`config.mk`:
```
export PLATFORM = sky130hd
export DESIGN_NAME = bus_bridge_top
export DESIGN_NICKNAME = d
export VERILOG_FILES = /design/src/common/bus_pkg.sv /design/src/hw/bus_sequencer.sv /design/src/hw/byte_lane/byte_lane.sv /design/src/hw/pin_mux.sv /design/src/hw/accumulator_core.sv /design/src/hw/bus_bridge_top.sv
export SDC_FILE = /design/constraint.sdc
export NUM_CORES = 1
export LEC_CHECK = 0
export ABC_AREA = 1
export BUFFER_PORTS_ARGS = -buffer_cell sky130_fd_sc_hd__buf_2
export CORE_ASPECT_RATIO = 2
export CORE_UTILIZATION = 39
export CTS_CLUSTER_SIZE = 16
export DETAILED_ROUTE_END_ITERATION = 16
export PLACE_DENSITY = 0.55
export SETUP_SLACK_MARGIN = 0.3
export SLEW_MARGIN = 20
export SYNTH_ARGS = -nofsm -noshare
export SYNTH_HDL_FRONTEND = slang
export SYNTH_SLANG_ARGS = --single-unit
```
`constraint.sdc`:
```
create_clock -name clk -period 4.8 [get_ports clk]
set_clock_uncertainty 0.05 [all_clocks]
set_input_delay 1.44 -clock clk [delete_from_list [all_inputs] [get_ports clk]]
set_output_delay 1.44 -clock clk [all_outputs]
set_load 0.005 [all_outputs]
```
`src/common/bus_pkg.sv`:
```
// Shared widths, frame constants and types for the pin-limited bus bridge.
// Every RTL file pulls this in with a wildcard import in its module header.
// A bus cycle is a fixed frame of FRAME_PHASES clocks over 8-bit pins.

package bus_pkg;

  // widths
  localparam int BYTE_W    = 8;
  localparam int WORD_W    = 32;
  localparam int PHASE_W   = 4;
  localparam int NUM_LANES = 4;  // bytes per word

  typedef logic [BYTE_W-1:0]    byte_t;
  typedef logic [WORD_W-1:0]    word_t;
  typedef logic [PHASE_W-1:0]   phase_t;
  typedef logic [NUM_LANES-1:0] lane_sel_t;  // one bit per byte lane

  // frame layout, phase 0 is the core step slot
  localparam int     FRAME_PHASES = 10;
  localparam phase_t ADDR_PHASE0  = 4'd1;  // address + write data, lsb first
  localparam phase_t MARK_PHASE   = 4'd5;  // direction marker on addr pins
  localparam phase_t READ_PHASE0  = 4'd6;  // read bytes captured, lsb first

  // core memory map
  localparam word_t STORE_BASE = 32'h8000_0000;
  localparam word_t PC_STEP    = 32'd4;

  // the core alternates a read cycle and a write cycle
  typedef enum logic {
    ST_FETCH = 1'b0,  // read word at pc
    ST_STORE = 1'b1   // write acc to STORE_BASE + pc
  } core_state_e;

endpackage : bus_pkg

```
`src/hw/bus_sequencer.sv`:
```
// Frame sequencer for the bus bridge.
// Counts the ten phases of a bus frame, gives the core a one-cycle step
// strobe in phase 0 and decodes the per-lane address and read selects.

`timescale 1ns/1ps

module bus_sequencer
  import bus_pkg::*;
(
  input  logic      clk,
  input  logic      rst_n,
  output phase_t    phase,
  output logic      core_step,
  output lane_sel_t addr_sel,
  output lane_sel_t read_sel
);

  logic frame_done;  // at least one full frame seen since reset
  logic last_phase;

  assign last_phase = (phase == phase_t'(FRAME_PHASES - 1));

  // phase counter, wraps after the last capture phase
  always_ff @(posedge clk) begin
    if (!rst_n) begin
      phase <= '0;
    end else if (last_phase) begin
      phase <= '0;
    end else begin
      phase <= phase + phase_t'(1);
    end
  end

  // the first phase 0 after reset has no captured read word yet
  always_ff @(posedge clk) begin
    if (!rst_n) begin
      frame_done <= 1'b0;
    end else if (last_phase) begin
      frame_done <= 1'b1;
    end
  end

  assign core_step = frame_done && (phase == '0);

  // one-hot lane selects
  always_comb begin
    for (int i = 0; i < NUM_LANES; i++) begin
      addr_sel[i] = (phase == ADDR_PHASE0 + phase_t'(i));
      read_sel[i] = (phase == READ_PHASE0 + phase_t'(i));
    end
  end

endmodule : bus_sequencer

```
`src/hw/byte_lane/byte_lane.sv`:
```
// One byte slice of the bridge bus.
// Drives its address and write data byte while its address phase is active
// and zero otherwise, so the lane outputs can simply be OR-merged.
// Holds the read byte captured from the data pins in its read phase.

`timescale 1ns/1ps

module byte_lane
  import bus_pkg::*;
(
  input  logic  clk,
  input  logic  rst_n,
  input  byte_t addr_byte,
  input  byte_t wdata_byte,
  input  logic  addr_sel,
  input  logic  read_sel,
  input  byte_t data_in,
  output byte_t lane_addr,
  output byte_t lane_data,
  output byte_t lane_rdata
);

  byte_t rdata_q;

  // gated outputs towards the pin mux
  always_comb begin
    if (addr_sel) begin
      lane_addr = addr_byte;
      lane_data = wdata_byte;
    end else begin
      lane_addr = '0;
      lane_data = '0;
    end
  end

  // read capture, loaded on the edge that ends this lane's read phase
  always_ff @(posedge clk) begin
    if (!rst_n) begin
      rdata_q <= '0;
    end else if (read_sel) begin
      rdata_q <= data_in;
    end
  end

  assign lane_rdata = rdata_q;

endmodule : byte_lane

```
`src/hw/pin_mux.sv`:
```
// Pin multiplexer for the bus bridge.
// ORs the gated lane buses onto the address and data pins, puts the
// direction marker on the address pins in MARK_PHASE and masks the data
// pins in read frames. All pin outputs leave through one register stage.

`timescale 1ns/1ps

module pin_mux
  import bus_pkg::*;
(
  input  logic   clk,
  input  logic   rst_n,
  input  phase_t phase,
  input  logic   write,
  input  byte_t  lane_addr [NUM_LANES],
  input  byte_t  lane_data [NUM_LANES],
  output byte_t  addr_pins,
  output byte_t  data_out,
  output logic   data_oe,
  output logic   addr_strobe
);

  byte_t addr_or;
  byte_t data_or;
  byte_t addr_next;
  byte_t data_next;

  // only one lane is non-zero at a time
  always_comb begin
    addr_or = '0;
    data_or = '0;
    for (int i = 0; i < NUM_LANES; i++) begin
      addr_or = addr_or | lane_addr[i];
      data_or = data_or | lane_data[i];
    end
  end

  always_comb begin
    if (phase == MARK_PHASE) begin
      addr_next = byte_t'(write);  // 1 = write frame, 0 = read frame
      data_next = '0;
    end else begin
      addr_next = addr_or;
      data_next = write ? data_or : '0;  // data pins idle on reads
    end
  end

  // output register, pins lag the phase by one cycle
  always_ff @(posedge clk) begin
    if (!rst_n) begin
      addr_pins   <= '0;
      data_out    <= '0;
      data_oe     <= 1'b0;
      addr_strobe <= 1'b0;
    end else begin
      addr_pins   <= addr_next;
      data_out    <= data_next;
      data_oe     <= write;  // held for the whole frame
      addr_strobe <= (phase == ADDR_PHASE0);
    end
  end

endmodule : pin_mux

```
`src/hw/accumulator_core.sv`:
```
// Read-accumulate-store core behind the bus bridge.
// Alternates a read of the word at pc with a write of the running sum to
// STORE_BASE + pc, then moves pc on by PC_STEP.
// Advances only on step, so address, data and direction stay fixed for a
// whole bus frame.

`timescale 1ns/1ps

module accumulator_core
  import bus_pkg::*;
(
  input  logic  clk,
  input  logic  rst_n,
  input  logic  step,
  input  word_t rdata,
  output word_t addr,
  output word_t wdata,
  output logic  write
);

  core_state_e state;
  word_t       pc;
  word_t       acc;

  // state machine, one transition per bus frame
  always_ff @(posedge clk) begin
    if (!rst_n) begin
      state <= ST_FETCH;
    end else if (step) begin
      case (state)
        ST_FETCH: state <= ST_STORE;
        ST_STORE: state <= ST_FETCH;
        default:  state <= ST_FETCH;
      endcase
    end
  end

  // accumulate the word returned by the read frame
  always_ff @(posedge clk) begin
    if (!rst_n) begin
      acc <= '0;
    end else if (step && (state == ST_FETCH)) begin
      acc <= acc + rdata;  // wraps at 32 bits
    end
  end

  // pc moves on once the store has gone out
  always_ff @(posedge clk) begin
    if (!rst_n) begin
      pc <= '0;
    end else if (step && (state == ST_STORE)) begin
      pc <= pc + PC_STEP;
    end
  end

  // bus request for the current frame
  always_comb begin
    case (state)
      ST_STORE: begin
        addr  = STORE_BASE + pc;
        wdata = acc;
        write = 1'b1;
      end
      default: begin
        addr  = pc;
        wdata = '0;  // not driven to the pins on reads
        write = 1'b0;
      end
    endcase
  end

endmodule : accumulator_core

```
`src/hw/bus_bridge_top.sv`:
```
// Top level of the pin-limited bus bridge.
// Sequencer, four byte lanes, pin multiplexer and the accumulator core.
// Each core bus cycle goes out as a ten-phase frame on 8-bit pins and the
// read word comes back a byte at a time on data_in.

`timescale 1ns/1ps

module bus_bridge_top
  import bus_pkg::*;
(
  input  logic  clk,
  input  logic  rst_n,
  input  byte_t data_in,
  output byte_t addr_pins,
  output byte_t data_out,
  output logic  data_oe,
  output logic  addr_strobe
);

  phase_t    phase;
  logic      core_step;
  lane_sel_t addr_sel;
  lane_sel_t read_sel;

  word_t core_addr;
  word_t core_wdata;
  word_t core_rdata;  // lane capture bytes, lane 0 is lsb
  logic  core_write;

  byte_t lane_addr  [NUM_LANES];
  byte_t lane_data  [NUM_LANES];
  byte_t lane_rdata [NUM_LANES];

  bus_sequencer i_bus_sequencer (
    .clk       (clk),
    .rst_n     (rst_n),
    .phase     (phase),
    .core_step (core_step),
    .addr_sel  (addr_sel),
    .read_sel  (read_sel)
  );

  for (genvar i = 0; i < NUM_LANES; i++) begin : g_lane
    byte_lane i_byte_lane (
      .clk        (clk),
      .rst_n      (rst_n),
      .addr_byte  (core_addr[BYTE_W*i +: BYTE_W]),
      .wdata_byte (core_wdata[BYTE_W*i +: BYTE_W]),
      .addr_sel   (addr_sel[i]),
      .read_sel   (read_sel[i]),
      .data_in    (data_in),
      .lane_addr  (lane_addr[i]),
      .lane_data  (lane_data[i]),
      .lane_rdata (lane_rdata[i])
    );

    assign core_rdata[BYTE_W*i +: BYTE_W] = lane_rdata[i];
  end

  pin_mux i_pin_mux (
    .clk         (clk),
    .rst_n       (rst_n),
    .phase       (phase),
    .write       (core_write),
    .lane_addr   (lane_addr),
    .lane_data   (lane_data),
    .addr_pins   (addr_pins),
    .data_out    (data_out),
    .data_oe     (data_oe),
    .addr_strobe (addr_strobe)
  );

  accumulator_core i_accumulator_core (
    .clk   (clk),
    .rst_n (rst_n),
    .step  (core_step),
    .rdata (core_rdata),
    .addr  (core_addr),
    .wdata (core_wdata),
    .write (core_write)
  );

endmodule : bus_bridge_top

```
==> out/metrics.yaml, run 1 <==
final_layout:
  drive_gt1_share_pct: 6.42
  fillers: 2004
  final_cell_area_um2: 8380
  areaGrowthSynthToFinish_pct: 13.4
  final_nets: 1265
  n_antenna_cell: 0
floorplan:
  die_x_um: 99.3
  core-area_um2: 18400
  initial_core_util_pct: 40.2
  dieArea_um2: 19500
  rows: 70
  die_h_um: 197
  io_pins: 28
placement:
  place_area_um2: 7710
  routabilityCongestion: 0.951
  port_buffers: 27
  dp.final_hpwl_um: 21300
logic_synthesis:
  yosysUniqueCellTypes: 38
  ys_seq_area_share_pct: 32.0
  synth_edf_count: 0
  synthArstFlopShare_pct: 0
  synth.top_cell.area_share_pct: 32.0
  syn_inst: 1194
  yosys.area.top_type: "dfxtp_1"
  synthTopCellsByCount: "325 x nand2_1, 231 x inv_1, 121 x nor2_1"
  netlist_area_um2: 7390
  syn_nets: 1241
  yosysMostFrequentCell: "nand2_1"
  synth_area_leaders: "dfxtp_1 32%, nand2_1 17%, inv_1 12%"
  ys_seq_elements: 118
  ys_warn_count: 0
  syn_area_per_cell_um2: 6.19
  synth-main-ff-cell: "dfxtp_1"
grt:
  antenna_found_initial: 0
  grt_pass1_wl_um: 40300
  first_global_vias: 7385
  grt_max_degree: 56
  grt_use_total_pct: 28.4
  grt-ovfl-total: 0
cts:
  cts_resized: 0
  clkLatencyLatePin_ns: 0.42
  post_cts_buffers: 0
  ctsRootBufferMaster: "clkbuf_16"
  cts_tree: "yes"
  cts_buffers: 17
  clockBufferDepth: 2
  postCtsHoldBufs: 0
  clock_sinks: 118
  clk_pin_slew_worst_paths_ns: 0.06
  htreeDepth: 4
power_and_ir_drop:
  p_comb_share_pct: 3.0
  p_switching_w: 0.000545
  p_int_w: 0.00199
  swShare_pct: 21.5
  clkPwrFrac_pct: 57.9
  cellPowerDensity_nw_per_um2: 302
  ir_drop_mv: 0.240
  seqPwrFrac_pct: 39.1
  leakage_nw: 4.05
timing:
  drv_slew: 0
  layout_worst_path_cycle_share_pct: 58.9
  hold_viol: 0
  tightest_slew_ns: 0.751
  finalSetupViolations: 0
  fin_tns_setup_ns: 0
  max_slew_margin_pct: 49.9
  finalCriticalPeriod_ns: 2.83
  fmax_mhz: 353
  grt_setup_unrepaired: "false"
critical_path:
  worst_setup_path_start_kind: "primary input"
  timing.rr.start: "i_bus_sequencer.phase[0]$_SDFF_PP0_"
  cp.arrival_ns: 3.10
  cp_max_fo: 55
  cp-end-kind: "flop"
  worstPathRequired_ns: 5.07
  worstSetupStartpoint: "rst_n"
  crit_type: "primary input to flop"
  r2r_slack_ns: 2.40
detailed_routing:
  drtPass1Iterations: 5
  drc_errors: 0
  routed_wl_um: 26500
  drtAntennaViolNets: 0
  drtIter0Drc: 296
  wl_per_cell_um: 18.3
  via_per_inst: 5.10
  vias: 7385
hold_path:
  hold_class: "flop to flop"
  hp-start: "g_lane[0].i_byte_lane.lane_rdata[6]$_SDFFE_PN0N_"
job:
  drv_cap: 0
status:
  outcome: "complete, no violations"
## cells by family (layout without fill, tap and decap cells)
kind of cell / Yosys count / in the layout / synth area share [%]
AOI/OAI and AO/OA: 207 / 207 / 14.8
xor gates and xnor gates: 27 / 27 / 3.20
adders and majority gates: 37 / 37 / 6.37
buffers and inverters: 262 / 299 / 13.5
DFF: 118 / 118 / 32.0
and+or+nand+nor: 543 / 543 / 30.2
## power by group through the flow
stage	Sequential [W]	Combinational [W]	Clock, W
3_5_place_dp	0.00101	0.0000759	0
4_1_cts	0.000990	0.0000762	0.00149
2_1_floorplan	0.00101	0.0000446	0
6_report	0.000990	0.0000764	0.00147
5_1_grt	0.000990	0.0000829	0.00153
3_3_place_gp	0.00101	0.0000753	0
## metrics by stage
| step | util [%] | total power, W | hold WS, ns | setup slack [ns] | instances |
|---|---|---|---|---|---|
| 6_report | 45.6 | 0.00254 | 0.404 | 1.97 | 1447 |
| 5_1_grt | 45.6 | 0.00260 | 0.421 | 1.84 | 1447 |
| 4_1_cts | 45.6 | 0.00255 | 0.406 | 2.00 | 1447 |
| 3_5_place_dp | 41.9 | 0.00109 | 0.397 | 1.58 | 1415 |
| 3_3_place_gp | 41.9 | 0.00109 | 0.390 | 1.62 | 1415 |
| 2_1_floorplan | - | 0.00105 | 0.378 | 2.28 | 1194 |
## critical path, stage by stage
cell      delay, ns
buf_2          0.07
buf_4          0.43
inv_1          0.39
buf_4          0.38
a211oi_1       0.31
## state kept, by name, summed over array words and instances, names as in the netlist
name / flops
g_lane.i_byte_lane.lane_rdata: 32
i_accumulator_core.acc: 32
i_accumulator_core.pc: 30
i_accumulator_core.state: 1
i_bus_sequencer.frame_done: 1
i_bus_sequencer.phase: 4
i_pin_mux.addr_pins: 8
i_pin_mux.addr_strobe: 1
i_pin_mux.data_oe: 1
i_pin_mux.data_out: 8
## metal layers
| metal | share of wire [%] | up-vias | global-route usage [%] |
|---|---|---|---|
| met5 | 0 | - | 0 |
| met3 | 2.0 | 110 | 3.48 |
| met1 | 33 | 3322 | 24.4 |
| li1 | - | 3772 | - |
| met4 | 11 | 0 | 26.6 |
| met2 | 55 | 181 | 54.9 |
## path summary, 6_finish.rpt
check	to	cells past startpoint
hold reg to reg	g_lane[0].i_byte_lane.lane_rdata[6]$_SDFFE_PN0N_	2
setup reg to reg	i_pin_mux.data_out[4]$_SDFF_PP0_	6
hold / removal	g_lane[0].i_byte_lane.lane_rdata[6]$_SDFFE_PN0N_	2
setup / recovery	i_accumulator_core.pc[6]$_SDFFE_PN0P_	5
## placed cells by master (no fill, tap or decap), types with 3 or more instances in the layout
cell type / count
nand3b_1: 3
buf_4: 3
clkinvlp_4: 3
nor2_2: 3
ha_1: 36
nand4_1: 6
nand2_1: 325
buf_2: 27
o22ai_1: 17
xor2_1: 22
inv_1: 231
o21ai_0: 62
dfxtp_1: 118
a211oi_1: 5
nor3_1: 18
inv_2: 5
xnor2_1: 5
bufinv_16: 6
nor2_1: 121
nand2_2: 5
clkbuf_16: 17
a21oi_1: 112
nor3_2: 3
nand3_1: 52
## cell type report
type	count	area (um^2)	share of cell area [%]
Multi-Input combinational cell	814	4030	48.1
Sequential cell	118	2360	28.2
Inverter	237	890	10.6
Clock buffer	20	447	5.33
Tap cell	216	270	3.22
Clock inverter	12	225	2.69
Timing Repair Buffer	30	158	1.88
No activity file was read; power rests on OpenSTA's default activity.
==> run 2, diff against run 1 <==
--- a/config.mk
+++ b/config.mk
@@ -11,7 +11,7 @@
 export CORE_UTILIZATION = 39
 export CTS_CLUSTER_SIZE = 16
 export DETAILED_ROUTE_END_ITERATION = 16
-export PLACE_DENSITY = 0.55
+export PLACE_DENSITY = 0.58
 export SETUP_SLACK_MARGIN = 0.3
 export SLEW_MARGIN = 20
 export SYNTH_ARGS = -nofsm -noshare
==> constraint.sdc (replaced) <==
create_clock -name clk -period 2.5 [get_ports clk]
set_clock_uncertainty 0.05 [all_clocks]
set_input_delay 0.75 -clock clk [delete_from_list [all_inputs] [get_ports clk]]
set_output_delay 0.75 -clock clk [all_outputs]
set_load 0.005 [all_outputs]
==> out/metrics.yaml, run 2 (synthesis gave the netlist of run 1 again) <==
detailed_routing:
  via_per_inst: 5.17  # was 5.10
  drc_errors: 0  # unchanged
  wl_met3_um: 826  # was 540 um
  vias: 7554  # was 7,385
  wl_met2_um: 13900  # was 14,500 um
  drtAntennaViolNets: 0  # unchanged
  routed_wl_um: 26800  # was 26,500 um
  wl_per_cell_um: 18.3  # about the same
  drtPass1Iterations: 5  # unchanged
  met1Wirelength_um: 8790  # was 8680 um
  topRoutingLayerUsed: "met4"  # unchanged
  drtIter0Drc: 437  # was 296
power_and_ir_drop:
  swShare_pct: 24.5  # was 21.5%
  p_comb_share_pct: 3.5  # was 3.0%
  seqPwrFrac_pct: 40.7  # was 39.1%
  p_switching_w: 0.00114  # was 0.000545 W
  clkPwrFrac_pct: 55.8  # was 57.9%
  ir_drop_mv: 0.461  # was 0.240 mV
  cellPowerDensity_nw_per_um2: 551  # was 302 nW/um^2
  p_int_w: 0.00353  # was 0.00199 W
  leakage_nw: 4.12  # was 4.05 nW
cts:
  clockBufferDepth: 2  # unchanged
  clk_pin_slew_worst_paths_ns: 0.07  # was 0.06 ns
  clock_sinks: 118  # unchanged
  postCtsHoldBufs: 0  # unchanged
  cts_buffers: 17  # unchanged
  clkLatencyLatePin_ns: 0.43  # was 0.42 ns
  htreeDepth: 4  # unchanged
  ctsRootBufferMaster: "clkbuf_16"  # unchanged
  cts_tree: "yes"  # unchanged
placement:
  dp.final_hpwl_um: 21300  # about the same
  place_area_um2: 7840  # was 7710 um^2
  routabilityCongestion: 0.964  # was 0.951
  port_buffers: 27  # unchanged
critical_path:
  crit_type: "flop to flop"  # was primary input to flop
  worst_setup_path_start_kind: "flop"  # was primary input
  cp_num_cells: 13  # was 5
  cp.arrival_ns: 2.36  # was 3.10 ns
  cp_max_fo: 4  # was 55
  cp-end-kind: "flop"  # unchanged
  reg2reg_to: "i_accumulator_core.acc[24]$_SDFFE_PN0P_"  # was i_pin_mux.data_out[4]$_SDFF_PP0_
  worstPathRequired_ns: 2.78  # was 5.07 ns
  worst_path_most_repeated_cell: "nand2_1"  # was buf_4
  critPathTopFamily: "simple AND/OR/NAND/NOR gates"  # was buffers and inverters
  timing.rr.start: "g_lane[0].i_byte_lane.lane_rdata[7]$_SDFFE_PN0N_"  # was i_bus_sequencer.phase[0]$_SDFF_PP0_
  slowest_stage: "dfxtp_1"  # was buf_4
  path_buf_inv: 2  # was 4
  cp_cell_sequence: "ha_1 -> nand2_1 -> inv_1 -> a21oi_1 -> nand2_1 -> nand2_1 -> nand2_1 -> nand2_1 -> nand2_1 -> nand2_1 -> nand3_1 -> nand2_1 -> inv_1"  # was buf_2 -> buf_4 -> inv_1 -> buf_4 -> a211oi_1
  slowest_delay_ns: 0.49  # was 0.43 ns
  r2r_slack_ns: 0.43  # was 2.40 ns
  r2r_cells: 13  # was 6
status:
  outcome: "complete, no violations"  # unchanged
hold_path:
  hp-start: "i_bus_sequencer.frame_done$_SDFFE_PN0P_"  # was g_lane[0].i_byte_lane.lane_rdata[6]$_SDFFE_PN0N_
  hold_end: "i_bus_sequencer.frame_done$_SDFFE_PN0P_"  # was g_lane[0].i_byte_lane.lane_rdata[6]$_SDFFE_PN0N_
  hold_class: "flop to flop"  # unchanged
  holdPathStages: 2  # unchanged
timing:
  max_slew_margin_pct: 62.2  # was 49.9%
  tightest_slew_ns: 0.566  # was 0.751 ns
  hold_viol: 0  # unchanged
  fmax_mhz: 482
  finalCriticalPeriod_ns: 2.07
  grt_setup_unrepaired: "false"  # unchanged
  layout_worst_path_cycle_share_pct: 83.0
  fin_tns_setup_ns: 0  # unchanged
  drv_slew: 0  # unchanged
  finalSetupViolations: 0  # unchanged
grt:
  antenna_found_initial: 0  # unchanged
  grt_max_degree: 43  # was 56
  grt_pass1_wl_um: 40700  # was 40,300 um
  first_global_vias: 7557  # was 7,385
  grt_use_total_pct: 28.7  # was 28.4%
  grt-ovfl-total: 0  # unchanged
floorplan:
  core-area_um2: 18400  # unchanged
  rows: 70  # unchanged
  dieArea_um2: 19500  # unchanged
  io_pins: 28  # unchanged
  die_h_um: 197  # unchanged
  die_x_um: 99.3  # unchanged
  initial_core_util_pct: 40.2  # unchanged
final_layout:
  final_cell_area_um2: 8490  # was 8380 um^2
  n_antenna_cell: 0  # unchanged
  drive_gt1_share_pct: 8.35  # was 6.42%
  final_nets: 1280  # was 1,265
  areaGrowthSynthToFinish_pct: 14.9  # was 13.4%
  mostFrequentLayoutCells: "321 x nand2_1, 231 x inv_1, 121 x nor2_1"  # was 325 x nand2_1, 231 x inv_1, 121 x nor2_1
  final_common_cell: "nand2_1"  # unchanged
job:
  drv_cap: 0  # unchanged
## run 2: cell types whose count changed in the layout (fill, tap and decap cells not counted), moves of 2 or more
cell       before  now
buf_4           3   17
bufinv_16       6    3
clkbuf_1        2    0
clkinv_4        2    4
inv_6           0    3
inv_8           0    2
nand2_1       325  321
nand2_2         5    8
nand3_1        52   50
nand3_2         0    2
## run 2: area by class of cell
type,count,area [um^2]
clock buffer,17,425
clock inverter,15,194
fill,2006,9900
inverter,237,892
multi-input combinational,814,4060
sequential,118,2360
tap,216,270
timing repair buffer,45,283
## run 2: routing by layer
layer	vias up	GRT usage, %
met3	126	4.72
met2	226	52.0
met4	0	31.2
li1	3808	-
met5	-	0
met1	3394	24.9
## run 2: repair_timing
item / 4_1_cts / 5_1_grt
gates resized for setup: 0 / 12
buffers inserted: 0 / 0
hold endpoints to repair: 0 / 0
setup endpoints to repair: 0 / 25
## run 2: worst min-delay path, stage by stage (launching register included)
cell and delay, ns:
dfxtp_1 0.31, inv_1 0.05, a21oi_1 0.05
## run 2: worst max path at each step
stage / startpoint / end / slack (ns)
2_1_floorplan: g_lane[0].i_byte_lane.lane_rdata[0]$_SDFFE_PN0N_ / i_accumulator_core.acc[14]$_SDFFE_PN0P_ / 0.62
3_3_place_gp: g_lane[0].i_byte_lane.lane_rdata[0]$_SDFFE_PN0N_ / i_accumulator_core.acc[30]$_SDFFE_PN0P_ / 0.34
3_5_place_dp: g_lane[0].i_byte_lane.lane_rdata[0]$_SDFFE_PN0N_ / i_accumulator_core.acc[30]$_SDFFE_PN0P_ / 0.31
4_1_cts: g_lane[0].i_byte_lane.lane_rdata[0]$_SDFFE_PN0N_ / i_accumulator_core.acc[30]$_SDFFE_PN0P_ / 0.30
5_1_grt: i_bus_sequencer.phase[0]$_SDFF_PP0_ / i_accumulator_core.pc[16]$_SDFFE_PN0P_ / 0.32
6_report: g_lane[0].i_byte_lane.lane_rdata[7]$_SDFFE_PN0N_ / i_accumulator_core.acc[24]$_SDFFE_PN0P_ / 0.43
## run 2: power by group through the flow
| stage | clock network (W) | registers, W | logic (W) |
|---|---|---|---|
| after global routing | 0.00272 | 0.00190 | 0.000179 |
| after CTS | 0.00265 | 0.00190 | 0.000162 |
| after floorplan | 0 | 0.00194 | 0.0000856 |
| after global placement | 0 | 0.00194 | 0.000162 |
| after detailed placement | 0 | 0.00194 | 0.000162 |
| final | 0.00261 | 0.00190 | 0.000165 |
## run 2: through the flow
step	utilization [%]	hold WS (ns)	power [W]	setup WS, ns	instances
floorplan	-	0.378	0.00202	0.623	1194
global placement	42.6	0.390	0.00211	0.341	1430
detailed placement	42.6	0.395	0.00211	0.311	1430
CTS	46.0	0.404	0.00471	0.301	1462
global route	46.2	0.426	0.00480	0.319	1462
finish	46.2	0.405	0.00468	0.425	1462
